<file path="src/source/dcache_macros.svh">
`ifndef DCACHE_MACROS_SVH
`define DCACHE_MACROS_SVH

// cache geometry
`define DCACHE_SETS 64
`define DCACHE_WAYS 2

// address split, byte offset below the index
`define DCACHE_INDEX_LSB 3
`define DCACHE_INDEX_MSB 8
`define DCACHE_TAG_LSB 9

// one 64-bit word per line
`define DCACHE_WORD_BYTES 8

`endif
</file>
<file path="src/source/dcache_pkg.sv">
`include "dcache_macros.svh"

package dcache_pkg;

    typedef logic [63:0] addr_t;
    typedef logic [8*`DCACHE_WORD_BYTES-1:0] word_t;
    typedef logic [`DCACHE_WORD_BYTES-1:0] mask_t;
    typedef logic [`DCACHE_INDEX_MSB-`DCACHE_INDEX_LSB:0] index_t;
    typedef logic [63-`DCACHE_TAG_LSB:0] tag_t;
    typedef logic way_t;
    typedef logic [`DCACHE_WAYS-1:0] way_vec_t;

    // single controller for loads and stores
    typedef enum logic [2:0] {
        IDLE,
        LOOKUP,
        HIT,
        WBACK,
        REFILL,
        MERGE
    } cache_state_t;

endpackage

</file>
<file path="src/source/dcache_lru.sv">
`timescale 1ns/1ns
`include "dcache_macros.svh"

module dcache_lru (
    input  logic               clk,
    input  logic               rst,
    input  dcache_pkg::index_t index_i,
    input  logic               update_i,
    input  dcache_pkg::way_t   used_way_i,
    output dcache_pkg::way_t   victim_o
);

    // one bit per set, names the older way
    logic [`DCACHE_SETS-1:0] lru_q;

    always_ff @(posedge clk or negedge rst) begin
        if (!rst) begin
            lru_q <= '0;
        end else if (update_i) begin
            lru_q[index_i] <= ~used_way_i;
        end
    end

    assign victim_o = lru_q[index_i];

endmodule

</file>
<file path="config.mk">
export PLATFORM = sky130hd
export DESIGN_NAME = dcache_lru
export DESIGN_NICKNAME = d
export VERILOG_FILES = /design/src/source/dcache_pkg.sv /design/src/source/dcache_lru.sv
export VERILOG_INCLUDE_DIRS = /design/src /design/src/source
export SDC_FILE = /design/constraint.sdc
export NUM_CORES = 1
export LEC_CHECK = 0
export ABC_AREA = 1
export ABC_CLOCK_PERIOD_IN_PS = 1200
export BUFFER_PORTS_ARGS = -buffer_cell sky130_fd_sc_hd__buf_2
export CORE_UTILIZATION = 24
export DETAILED_ROUTE_END_ITERATION = 8
export PLACE_DENSITY = 0.43
export SYNTH_ARGS = -nofsm -noshare
export SYNTH_HDL_FRONTEND = slang
export SYNTH_SLANG_ARGS = --single-unit
</file>
<file path="constraint.sdc">
create_clock -name clk -period 1.2 [get_ports clk]
set_clock_uncertainty 0.05 [all_clocks]
set_input_delay 0.06 -clock clk [delete_from_list [all_inputs] [get_ports clk]]
set_output_delay 0.06 -clock clk [all_outputs]
set_load 0.01 [all_outputs]
</file>
======== After elaboration in Yosys (flattened, before gate mapping) ========
Index checks and enable logic that the tools add are counted.
operators by class
  bitwise operators ....................... 1
  reductions and logical operators ........ 1
  $lt $le $gt $ge ......................... 2
  mux-type cells .......................... 5
operator list
  operator                                                                             count
  64-bit bitwise mux                                                                   1
  6-bit by 7-bit < comparator with 1-bit output, second input constant                 1
  1-bit binary-select mux with 6-bit select                                            1
  1-bit demux with 6-bit select                                                        1
  6-bit by 1-bit greater-or-equal comparator with 1-bit output, second input constant  1
  1-bit 2-to-1 mux                                                                     2
  1-bit logical AND                                                                    1
  1-bit inverter                                                                       1
word-level totals
  bits in registers ....................... 64
  logic and storage cells ................. 10
  input port bits ......................... 10

======== Depth between registers and ports, before layout ========
  depth after elaboration ................. 5
  mapped depth ............................ 12
  gate-level depth less buffers ........... 11

======== Worst setup path after synthesis ========
No wires, ideal clock.
  path type ............................... reg-to-output
  from .................................... register lru_q[36]
  to ...................................... output victim_o
  data arrival time ....................... 1055 ps
  path slack .............................. 35 ps
  buffers on the path ..................... 0
  cell stages (with the launch flop) ...... 8
  cells stage by stage .................... dfrtp_1 or2_2 nand3_1 nand2_1 o21ai_1 nand2_1 nor2_1 nand2_1
on the way
  cells in the longest elaborated chain, start to end .. 2
RTL lines
  what                                       RTL line          RTL
  start, declared                            dcache_lru.sv:14  logic [`DCACHE_SETS-1:0] lru_q;
  start signal, assigned by index            dcache_lru.sv:20  lru_q[index_i] <= ~used_way_i;
  1-bit binary-select mux with 6-bit select  dcache_lru.sv:24  assign victim_o = lru_q[index_i];
  1-bit 2-to-1 mux (implied by the code)     dcache_lru.sv:24
  end, declared                              dcache_lru.sv:10  output dcache_pkg::way_t victim_o
Every way passes these cells. The select of a mux whose other input is x is not followed.

======== Worst setup path after layout ========
  from .................................... register lru_q[26]
  to ...................................... output victim_o
Same word-level chain as after synthesis.

==> summary.txt <==
Clock network
  – Clock buffer depth: 2
  – Clock latency on the worst-skew pair: 340 ps
  – H-tree level count: 3
  – CTS Buf Count: 9
  – Root Driver: clkbuf_16
  – Worst-path clk slew: roughly 60 ps
  – TritonCTS clock tree: done
  – Total clock sinks: 64

Floorplanning
  – Site Rows: 44
  – Die H: 124 um
  – Die ar.: between 0.015 and 0.02 mm^2
  – Io pins: 11
  – Die Span X: between 100 and 150 um
  – Starting Density: 0.247
  – Core area: around 0.015 mm^2

Placement
  – IO Port Bufs: 10
  – Post-DP Area: a little over 0.004 mm^2
  – Post-DP HPWL: approximately 6.7 mm
  – GP Congestion: around 0.76
  – Dpl ws: -219 ps

Cells and area
  – Top Registers: lru_q x64
  – Final #Nets: 502
  – Max reg flops: 64
  – Fillers: about 1600
  – Reg with most FFs: lru_q
  – # diodes: 0
  – Layout cells sized above 1: 0.213
  – Area Overhead vs Synth: 24.0%
  – Design area: around 0.0045 mm^2
  – Area of the multi-input gates: 0.00161 mm^2
  – FF/Latch Area: roughly 0.0016 mm^2

Synthesis
  – Avg Inst Size Synth: about 8.1 um^2
  – Dominant cell type by area after synthesis: dfrtp_1
  – Yosys reg bits: 64
  – Distinct cells, synth: 28
  – Synth top area share: 0.446
  – Ys flop type: dfrtp_1
  – Cells after synthesis: about 450
  – Synth Net Count: about 460
  – Area contributors post-synth: dfrtp_1, nand2_1, a31oi_1
  – Synth async-reset ratio: 1.00
  – Seq/Total Area, Yosys: 0.446
  – Synth warnings: 0
  – Post-synth EDFFs: 0
  – Netlist Area Pre-Place: roughly 0.0036 mm^2

Worst hold path
  – HP Class: in -> reg

STA
  – RSZ-0062 raised after global routing: true
  – Tmin final: approximately 1700 ps
  – Final setup vio count: 1
  – Final Cycle Share: 1.38
  – Fmax achieved: around 600 MHz
  – Final-report hold violation count: 0
  – Worst-margin pin slew: approximately 390 ps
  – Setup WS post-layout: -452 ps
  – Final max-slew violation count: 0
  – Max_slew headroom: 0.738

Global routing
  – Initial antenna violation count: 0
  – First-pass GRT wire length: about 16 mm
  – GRT overflow: 0
  – Largest net degree at the start of global routing: between 60 and 70
  – Total track usage: 0.134
  – Vias in the first global route: 3057

Critical path
  – Crit path kind: reg -> out
  – Crit-path max FO: 2
  – Worst EP arrival: about 1500 ps
  – Crit path cell chain: or2_4 -> nand3_2 -> nand2_1 -> o21ai_1 -> nand2_1 -> nor2_1 -> nand2_1 -> buf_2
  – CP most frequent cell: nand2_1
  – Critical Path Source Type: register
  – CP peak stage delay: between 300 and 400 ps
  – Crit path capture type: primary output
  – Slowest cell on crit path: dfrtp_1
  – Worst EP required: about 1100 ps

Outcome
  – Status: complete, but fails checks
  – Violated checks: setup timing

Run
  – Max-cap viol count: 0

Route
  – Via density: between 4 and 5
  – Wire length per cell: around 14 um
  – Drt first pass iters: 5
  – Routed vias: 3098
  – Final WL: 9.62 mm
  – Antenna-violating nets left: 0
  – Iteration-0 DRC Markers: between 200 and 300
  – Drc violations: 0

Power and ir drop
  – Sequential power share: 0.416
  – Comb pwr share: 0.192
  – Switch share: 0.288
  – Clock share of power: 0.391
  – Power density cells: about 1500 mW/mm^2
  – Leakage: between 2 and 2.5 nW
  – Internal power: 4.79 mW
  – Psw: roughly 1.9 mW
  – Max IR drop VDD: 0.663 mV
==> path summary, 6_finish.rpt <==
check	endpoint	slack, ps	depth (start not counted)	from
worst max-delay path	victim_o	-450	8	lru_q[26]
worst min-delay path	lru_q[25]	140	4	used_way_i
worst max register to register	lru_q[21]	360	3	lru_q[21]
worst min register to register	lru_q[24]	480	2	lru_q[24]
max in group asynchronous	lru_q[7]	600	3	rst
min in group asynchronous	lru_q[33]	230	3	rst
==> critical path: cells and delay by family, from the launching register on <==
family | cells | cell delay [ps]
AO/OA/AOI/OAI | 1 | 130
buffers and inverters | 1 | 140
flip-flops | 1 | 380
AND/OR/NAND/NOR | 6 | 550
==> layer usage <==
layer,track usage,vias up,share of wire
met3,0.0262,14,0.034
met5,0,-,0
met2,0.207,58,0.46
met4,0.0546,0,0.018
li1,-,1583,-
met1,0.184,1443,0.49
==> synthesized netlist by cell type, types with 6 or more instances <==
library cell,number
clkbuf_1,6
a31oi_1,48
buf_2,6
buf_6,7
inv_1,35
a21oi_1,56
o21ai_1,6
dfrtp_1,64
nor2_1,32
nand3_1,14
buf_4,6
nand2_1,121
o21ai_0,10
==> per-stage QoR <==
stage	util	setup TNS [ps]	cells	power [mW]	hold slack [ps]
2_1_floorplan	-	0	445	3.66	-286
3_3_place_gp	0.283	-6070	663	4.10	60.0
3_5_place_dp	0.283	-6670	663	4.12	61.3
4_1_cts	0.306	-469	681	6.79	137
5_1_grt	0.306	-604	681	7.15	166
6_report	0.306	-452	681	6.73	135
==> power by group through the flow <==
stage,sequential [mW],clock (mW),combinational [mW]
2_1_floorplan,2.77,0,0.884
3_3_place_gp,2.83,0,1.27
3_5_place_dp,2.83,0,1.29
4_1_cts,2.80,2.68,1.31
5_1_grt,2.86,2.79,1.50
6_report,2.80,2.63,1.29
==> timing repair <==
item | 4_1_cts | 5_1_grt
setup buffers | 1 | 0
gates cloned | 0 | 0
hold buffers | 1 | 0
endpoints found under the setup margin | 1 | 1
hold endpoints to repair | 64 | 0
pin swaps | 7 | 0
gates resized for setup | 4 | 0
==> area by class of cell <==
type,instances,share of cell area
multi-input combinational,313,0.362
timing repair buffer,65,0.127
clock inverter,6,0.0132
sequential,64,0.360
tap,184,0.0517
clock buffer,10,0.0537
inverter,39,0.0329
==> cells by family (layout without fill, tap and decap cells) <==
family | count (synthesis) | in the layout | share of synthesized area
and+or+nand+nor | 189 | 189 | 0.252
AOI/OAI and AO/OA | 124 | 124 | 0.192
buffers and inverters | 68 | 120 | 0.109
DFF | 64 | 64 | 0.446
==> layout by cell type (no fill, tap or decap), types with 2 or more instances in the layout <==
master / n
nor4_4: 2
clkbuf_16: 9
a21oi_1: 56
nand2_1: 121
clkinv_2: 4
nand3_1: 12
o211ai_1: 4
nor3_2: 4
nand3_2: 2
buf_12: 8
nor3_4: 4
inv_1: 35
nor2_4: 4
dfrtp_1: 64
nor2_1: 32
inv_2: 4
buf_4: 46
a31oi_1: 48
o21ai_0: 10
or2_4: 2
o21ai_1: 6
buf_2: 10
No activity file was read; power rests on OpenSTA's default activity.
