==> config.mk <==
export PLATFORM = sky130hd
export DESIGN_NAME = dcache_ctrl
export DESIGN_NICKNAME = d
export VERILOG_FILES = /design/src/source/dcache_pkg.sv /design/src/source/dcache_ctrl.sv
export VERILOG_INCLUDE_DIRS = /design/src /design/src/source
export SDC_FILE = /design/constraint.sdc
export NUM_CORES = 1
export LEC_CHECK = 0
export ABC_AREA = 1
export BUFFER_PORTS_ARGS = -buffer_cell sky130_fd_sc_hd__buf_4
export CORE_AREA = 2 2 306 308
export DETAILED_ROUTE_END_ITERATION = 10
export DIE_AREA = 0 0 308 310
export GPL_TIMING_DRIVEN = 0
export SYNTH_ARGS = -nofsm -noshare
export SYNTH_HDL_FRONTEND = slang
export SYNTH_SLANG_ARGS = --single-unit
==> constraint.sdc <==
create_clock -name clk -period 3.86 [get_ports clk]
set_input_delay 0.193 -clock clk [delete_from_list [all_inputs] [get_ports clk]]
set_output_delay 0.193 -clock clk [all_outputs]
set_load 0.01 [all_outputs]
==> src/source/dcache_macros.svh <==
`ifndef DCACHE_MACROS_SVH
`define DCACHE_MACROS_SVH

// cache geometry
`define DCACHE_SETS 64
`define DCACHE_WAYS 2

// address split, byte offset below the index
`define DCACHE_INDEX_LSB 3
`define DCACHE_INDEX_MSB 8
`define DCACHE_TAG_LSB 9

// one 64-bit word per line
`define DCACHE_WORD_BYTES 8

`endif
==> src/source/dcache_pkg.sv <==
`include "dcache_macros.svh"

package dcache_pkg;

    typedef logic [63:0] addr_t;
    typedef logic [8*`DCACHE_WORD_BYTES-1:0] word_t;
    typedef logic [`DCACHE_WORD_BYTES-1:0] mask_t;
    typedef logic [`DCACHE_INDEX_MSB-`DCACHE_INDEX_LSB:0] index_t;
    typedef logic [63-`DCACHE_TAG_LSB:0] tag_t;
    typedef logic way_t;
    typedef logic [`DCACHE_WAYS-1:0] way_vec_t;

    // single controller for loads and stores
    typedef enum logic [2:0] {
        IDLE,
        LOOKUP,
        HIT,
        WBACK,
        REFILL,
        MERGE
    } cache_state_t;

endpackage

==> src/source/dcache_ctrl.sv <==
`timescale 1ns/1ns
`include "dcache_macros.svh"

module dcache_ctrl (
    input  logic                 clk,
    input  logic                 rst,
    // core side
    input  logic                 rd_i,
    input  logic                 wr_i,
    input  dcache_pkg::addr_t    addr_i,
    input  dcache_pkg::word_t    wdata_i,
    input  dcache_pkg::mask_t    mask_i,
    output dcache_pkg::word_t    rdata_o,
    output logic                 finish_o,
    // memory side
    output logic                 mem_rd_o,
    output logic                 mem_wr_o,
    output dcache_pkg::addr_t    mem_addr_o,
    output dcache_pkg::word_t    mem_wdata_o,
    input  dcache_pkg::word_t    mem_rdata_i,
    input  logic                 mem_ok_i,
    // arrays
    output dcache_pkg::index_t   arr_index_o,
    output dcache_pkg::way_vec_t arr_we_o,
    output dcache_pkg::tag_t     arr_tag_o,
    output logic                 dirty_set_o,
    output dcache_pkg::mask_t    data_mask_o,
    output dcache_pkg::word_t    data_wdata_o,
    input  dcache_pkg::way_vec_t hit_i,
    input  dcache_pkg::way_vec_t valid_i,
    input  dcache_pkg::way_vec_t dirty_i,
    input  dcache_pkg::tag_t     tag0_i,
    input  dcache_pkg::tag_t     tag1_i,
    input  dcache_pkg::word_t    rdata0_i,
    input  dcache_pkg::word_t    rdata1_i,
    // lru
    output logic                 lru_update_o,
    output dcache_pkg::way_t     used_way_o,
    input  dcache_pkg::way_t     victim_i
);
    import dcache_pkg::*;

    cache_state_t state_q;
    cache_state_t state_d;
    way_t         way_q;
    word_t        data_q;
    tag_t         wb_tag_q;
    index_t       index;
    way_t         fill_way;
    way_t         lookup_way;
    logic         need_wb;
    logic         done;
    way_vec_t     way_sel;

    assign index = addr_i[`DCACHE_INDEX_MSB:`DCACHE_INDEX_LSB];
    assign arr_index_o = index;
    assign arr_tag_o = addr_i[63:`DCACHE_TAG_LSB];

    // first invalid way, else the lru victim
    assign fill_way = !valid_i[0] ? 1'b0 : (!valid_i[1] ? 1'b1 : victim_i);
    assign lookup_way = (|hit_i) ? hit_i[1] : fill_way;
    assign need_wb = valid_i[fill_way] & dirty_i[fill_way];

    always_comb begin
        state_d = state_q;
        case (state_q)
            IDLE: begin
                if (rd_i || wr_i) begin
                    state_d = LOOKUP;
                end
            end
            LOOKUP: begin
                if (|hit_i) begin
                    state_d = HIT;
                end else if (need_wb) begin
                    state_d = WBACK;
                end else begin
                    state_d = REFILL;
                end
            end
            WBACK: begin
                if (mem_ok_i) begin
                    state_d = REFILL;
                end
            end
            REFILL: begin
                if (mem_ok_i) begin
                    state_d = MERGE;
                end
            end
            default: state_d = IDLE;
        endcase
    end

    always_ff @(posedge clk or negedge rst) begin
        if (!rst) begin
            state_q <= IDLE;
            way_q <= 1'b0;
        end else begin
            state_q <= state_d;
            if (state_q == LOOKUP) begin
                way_q <= lookup_way;
            end
        end
    end

    // hit word or victim word, later replaced by the refill
    always_ff @(posedge clk) begin
        if (state_q == LOOKUP) begin
            data_q <= lookup_way ? rdata1_i : rdata0_i;
            wb_tag_q <= fill_way ? tag1_i : tag0_i;
        end else if (state_q == REFILL && mem_ok_i) begin
            data_q <= mem_rdata_i;
        end
    end

    assign mem_rd_o = (state_q == REFILL);
    assign mem_wr_o = (state_q == WBACK);
    // victim address during write-back
    assign mem_addr_o = (state_q == WBACK) ?
                        {wb_tag_q, index, {`DCACHE_INDEX_LSB{1'b0}}} :
                        {addr_i[63:`DCACHE_INDEX_LSB], {`DCACHE_INDEX_LSB{1'b0}}};
    assign mem_wdata_o = data_q;

    assign way_sel = {way_q, ~way_q};

    always_comb begin
        arr_we_o = '0;
        if ((state_q == HIT || state_q == MERGE) && wr_i) begin
            arr_we_o = way_sel;
        end else if (state_q == REFILL && mem_ok_i) begin
            arr_we_o = way_sel;
        end
    end

    // refill lands clean with all bytes, a store merges under its mask
    assign dirty_set_o = (state_q != REFILL);
    assign data_mask_o = (state_q == REFILL) ? '1 : mask_i;
    assign data_wdata_o = (state_q == REFILL) ? mem_rdata_i : wdata_i;

    assign done = (state_q == HIT) || (state_q == MERGE);
    assign finish_o = done;
    assign rdata_o = data_q;
    assign lru_update_o = done;
    assign used_way_o = way_q;

endmodule

* Yosys cells after proc, flatten, opt, wreduce, memory -nomap -nowiden
Cells that the tools add are included.
** Word-level totals
- Bits in registers :: 123
- Bits of input ports :: 450
- Output and inout bits :: 333
- Logic and storage cells :: 46
** Operators by class
- Order comparisons :: 1
- Equal/unequal tests :: 9
- Muxes and demuxes :: 22
- Bitwise logic cells :: 2
- Reductions and logical operators :: 8
** Operators with widths (number)
- $mux 64 :: 5
- $mux 55 :: 1
- $mux 3 :: 5
- $pmux 3 s4 :: 1
- $mux 8 :: 1
- $mux 1 :: 7
- $eq 3x2->1 const B :: 2
- $eq 3x3->1 const B :: 2
- $mux 2 :: 2
- $ne 2x1->1 const B :: 2
- $eq 3x1->1 const B :: 1
- $logic_not 3->1 :: 1
- $ne 3x3->1 const B :: 1
- $reduce_and 3->1 :: 1
- $logic_and 1x1->1 :: 2
- $logic_or 1x1->1 :: 2
- $lt 1x2->1 const B :: 1
- $ne 2x2->1 const B :: 1
- $reduce_bool 2->1 :: 1
- $reduce_or 2->1 :: 1
- $and 1x1->1 :: 1
- $not 1->1 :: 1

* Depth between registers and ports, before layout
- Depth in word-level cells :: 8
- Gate-level depth with buffers :: 9
- Depth with buffers taken out :: 8

* Worst setup path before layout
No wires, ideal clock.
- Path type :: reg2reg
- Start point :: reg state_q[1]
- End point :: reg wb_tag_q[0], enable pin
- Library setup time :: 441 ps
- Arrival :: 2424 ps
- Data required time :: 3419 ps
- Slack :: 995 ps
- Stages on the path, launching flop included :: 3
- Buffers on the path :: 1
- Clock period less this slack :: 2865 ps
- Cells stage by stage :: dfrtp_1 > nor3_4 > clkbuf_1
** On the way
- Word-level cells in the longest chain between the ends :: 1
** Ends and longest elaborated chain
- from (decl) :: RTL line dcache_ctrl.sv:43 : cache_state_t state_q;
- from (signal assigned) :: RTL line dcache_ctrl.sv:100 : state_q <= state_d;
- $eq 3x1->1 :: RTL line dcache_ctrl.sv:109 : if (state_q == LOOKUP) begin
- to (signal assigned) :: RTL line dcache_ctrl.sv:111 : wb_tag_q <= fill_way ? tag1_i : tag0_i;
- to (decl) :: RTL line dcache_ctrl.sv:47 : tag_t wb_tag_q;
Every way passes these cells.
A chain may end at the register's enable or synchronous reset.

* Worst setup path after layout
- Start point :: reg state_q[1]
- End point :: reg data_q[50], in the netlist mem_wdata_o[50], enable pin
** On the way
- Word-level cells in the longest chain between the ends :: 3
- Elaborated cells on any way between the ends :: 4
- Classes of those cells :: 2 x eq/ne; 2 x reduce/logical
** Ends and longest elaborated chain
- $eq 3x3->1 :: RTL line dcache_ctrl.sv:112 : end else if (state_q == REFILL && mem_ok_i) begin
- $logic_and 1x1->1 :: RTL line dcache_ctrl.sv:112
- $reduce_bool 2->1 (no source line) (*)
- to (signal assigned) :: RTL line dcache_ctrl.sv:110 : data_q <= lookup_way ? rdata1_i : rdata0_i;
- to (signal assigned) :: RTL line dcache_ctrl.sv:113 : data_q <= mem_rdata_i;
- to (decl) :: RTL line dcache_ctrl.sv:46 : word_t data_q;
Mark *: on every way between the ends. The rest lies on a longest branch, timed or not.

==> run_results.csv <==
group,metric,value,unit
finish,area_growth,104.4,%
die,pin_count,783,
yosys,syn_area,9150,um^2
die,die-width,308,um
pwr,ir_worst_vdd,0.0003819,V
sta,skew,18.20,ps
sta,rsz0062_at_grt,"no",
worst_setup_path,arrival,3020,ps
worst_setup_path,crit_family,"simple AND/OR/NAND/NOR gates",
global_routing,grtUsageTotal,15.06,%
clocking,root_buffer,"clkbuf_16",
global_routing,antenna_found_initial,26,
finish,layout.cells.non_filler,3535,
worst_setup_path,timing.critical_path.buf_inv,3,
worst_setup_path,critPathLaunchType,"flop",
sta,fmax,349.7,MHz
worst_setup_path,rr_worst_depth,5,
pwr,swShare,43.27,%
die,dieArea,95480,um^2
worst_setup_path,slowest_delay,670,ps
drt,remaining_drc_errors,0,
yosys,ys_ff_latch,123,
drt,via_count,12410,
sta,finalSetupViolCount,0,
sta,relSlewSlack,38.85,%
sta,period_share,74.09,%
placement,dp_cells,3338,
clocking,clk_pin_slew,70,ps
finish,fillers,10400,
worst_setup_path,required,4020,ps
worst_setup_path,cp_max_fo,42,
worst_hold_path,hp-class,"input port to flop",
pwr,power_leakage,9.941,nW
pwr,p_seq_share,26.0,%
status,status,"finished clean",
global_routing,grt_max_degree,43,
yosys,avgSynthCellArea,6.694,um^2
placement,dpl.hpwl,62980,um
drt,routed_wl,74900,um
placement,gp_congestion,0.8198,
drt,ant_nets,0,
drt,wl_per_cell,21.19,um
pwr,switchingPower,4.573,mW
global_routing,grt-ovfl-total,0,
global_routing,grt_pass1_wl,95460,um
clocking,cts_buffers,17,
yosys,yosysWarnings,0,
worst_setup_path,crit_type,"flop to flop",
clocking,h-tree-depth,4,
worst_setup_path,end_kind,"flop",
yosys,synth_seq_area_share,40.15,%
clocking,tritoncts,"yes",
worst_setup_path,cp_num_cells,5,
clocking,cts_sinks,123,
clocking,ctsResizeCount,0,
clocking,clock_latency,510,ps
pwr,power_frac_comb,57.0,%
pwr,intPower,5.996,mW
die,core_area,92490,um^2
worst_setup_path,critPathSlowestCell,"nor3_4",
yosys,syn_inst,1367,
drt,dr.pass1.iters,5,
sta,worst_pin_slew,917.3,ps
sta,hold_viol_final,0,
global_routing,grt_pass1_vias,11920,
sta,finalMaxSlewViolations,0,
die,dieHeight,310,um
pwr,clkPwrFrac,17.0,%
placement,io_buffers,770,
drt,drt_iter0_markers,711,
pwr,power_density,565.2,nW/um^2
worst_setup_path,crit_chain,"nor3_4 -> inv_2 -> clkbuf_1 -> nand2_4 -> buf_16",
yosys,ys_types,20,
die,start_util,9.893,%
run,drv_cap,0,
pwr,p_total,10.57,mW
worst_hold_path,whs_path_depth,3,
finish,nNetsFinal,2769,
drt,viasPerCell,3.511,
clocking,clock_path_buffers,2,
sta,period_needed,2860,ps
die,row_count,112,
finish,final_layout_size_suffix_gt1_share,43.05,%
[power groups by stage]
| stage | clock network (mW) | registers, mW | logic, mW |
|---|---|---|---|
| 5_1_grt | 1.94 | 2.80 | 6.54 |
| 6_report | 1.80 | 2.75 | 6.03 |
| 4_1_cts | 1.91 | 2.75 | 6.17 |
| 3_3_place_gp | 0 | 2.78 | 5.63 |
| 3_5_place_dp | 0 | 2.78 | 5.96 |
| 2_1_floorplan | 0 | 2.75 | 2.30 |
[kinds of logic (layout without fill, tap and decap cells)]
group                  Yosys count  in the layout  synth area share [%]
and+or+nand+nor                881            881                 38.32
buffers and inverters          353           1316                 20.91
DFF                            123            123                 40.15
AOI/OAI and AO/OA                9              9                0.5879
other                            1              9               0.04098
[tightest hold or removal path, stage by stage]
cell and delay, ps:
buf_4 80, nand2_1 40, nand2_1 110
[cell usage in the layout (no fill, tap or decap), drive strengths merged]
master / Yosys / final
nor2: 5 / 5
o21ai: 6 / 6
nand2: 734 / 734
nand3: 132 / 132
conb: 1 / 3
buf: 192 / 964
or2: 8 / 8
a21oi: 1 / 1
clkinv: 0 / 6
dfrtp: 4 / 4
nor3: 2 / 2
clkbuf: 16 / 33
inv: 145 / 147
edfxtp: 119 / 119
diode: 0 / 6
a21boi: 2 / 2
bufinv: 0 / 3
dlygate4sd3: 0 / 159
clkinvlp: 0 / 4
[final cells by class]
cell class | count | area, um^2 | share of cell area, %
sequential | 123 | 3674 | 19.64
multi-input combinational | 893 | 3578 | 19.14
antenna | 6 | 15.01 | 0.08029
inverter | 145 | 544.3 | 2.910
clock inverter | 15 | 173.9 | 0.9300
timing repair buffer | 931 | 7420 | 39.68
tap | 1197 | 1498 | 8.009
buffer | 208 | 1373 | 7.340
clock buffer | 17 | 425.4 | 2.275
[state kept, by name, indices dropped and copies added (netlist names)]
name         count
wb_tag_q        55
used_way_o       1
mem_wdata_o     64
state_q          3
[routing by layer]
layer | up-vias | global-route usage (%) | share of wire, %
met5 | - | 0 | 0.21
met4 | 24 | 5.003 | 2.5
met3 | 98 | 5.851 | 9.5
met2 | 666 | 23.83 | 45
met1 | 5677 | 18.65 | 43
li1 | 5948 | - | -
[cell usage after synthesis]
cell type / count / area, um^2
buf_4: 142 / 1066
o21ai_1: 1 / 5.000
buf_1: 6 / 22.52
inv_2: 3 / 11.26
a21boi_0: 1 / 7.510
conb_1: 1 / 3.750
clkbuf_1: 16 / 60.06
dfrtp_1: 4 / 100.1
inv_1: 142 / 533.0
a21boi_2: 1 / 11.26
nor2_1: 5 / 18.77
o21ai_0: 5 / 25.02
nand2_1: 734 / 2755
edfxtp_1: 119 / 3573
nor3_1: 1 / 5.000
nand3_1: 132 / 660.6
or2_2: 8 / 50.05
buf_2: 44 / 220.2
a21oi_1: 1 / 5.000
nor3_4: 1 / 16.27
[metrics by stage]
stage               cell area [um^2]  util [%]  setup TNS [ps]  setup slack [ps]  hold slack, ps
global placement               16440     17.77         -166280             -1583           4.087
global route                   18690     20.21               0             649.4           12.48
floorplan                       9158         -               0             995.5          -102.6
detailed placement             16490     17.83               0             694.4           4.411
finish                         18700     20.22               0              1000           52.97
CTS                            18690     20.20               0             663.6         0.01638
[repair_timing]
item | in CTS | in global routing
endpoints found under the hold margin | 120 | 0
hold buffers | 159 | 0
setup buffers | 0 | 0
[worst paths after layout]
kind	slack [ps]	to	from
setup / recovery	1000	mem_wdata_o[50]$_DFFE_PP_	state_q[1]$_DFFE_PN0P_
hold / removal	50	wb_tag_q[33]$_DFFE_PN_	tag0_i[33]
setup reg to reg	1000	mem_wdata_o[50]$_DFFE_PP_	state_q[1]$_DFFE_PN0P_
hold reg to reg	590	used_way_o$_DFFE_PN0N_	used_way_o$_DFFE_PN0N_
max in group asynchronous	3650	state_q[1]$_DFFE_PN0P_	rst
min in group asynchronous	90	state_q[0]$_DFFE_PN0P_	rst
(Power assumes the default switching activity.)
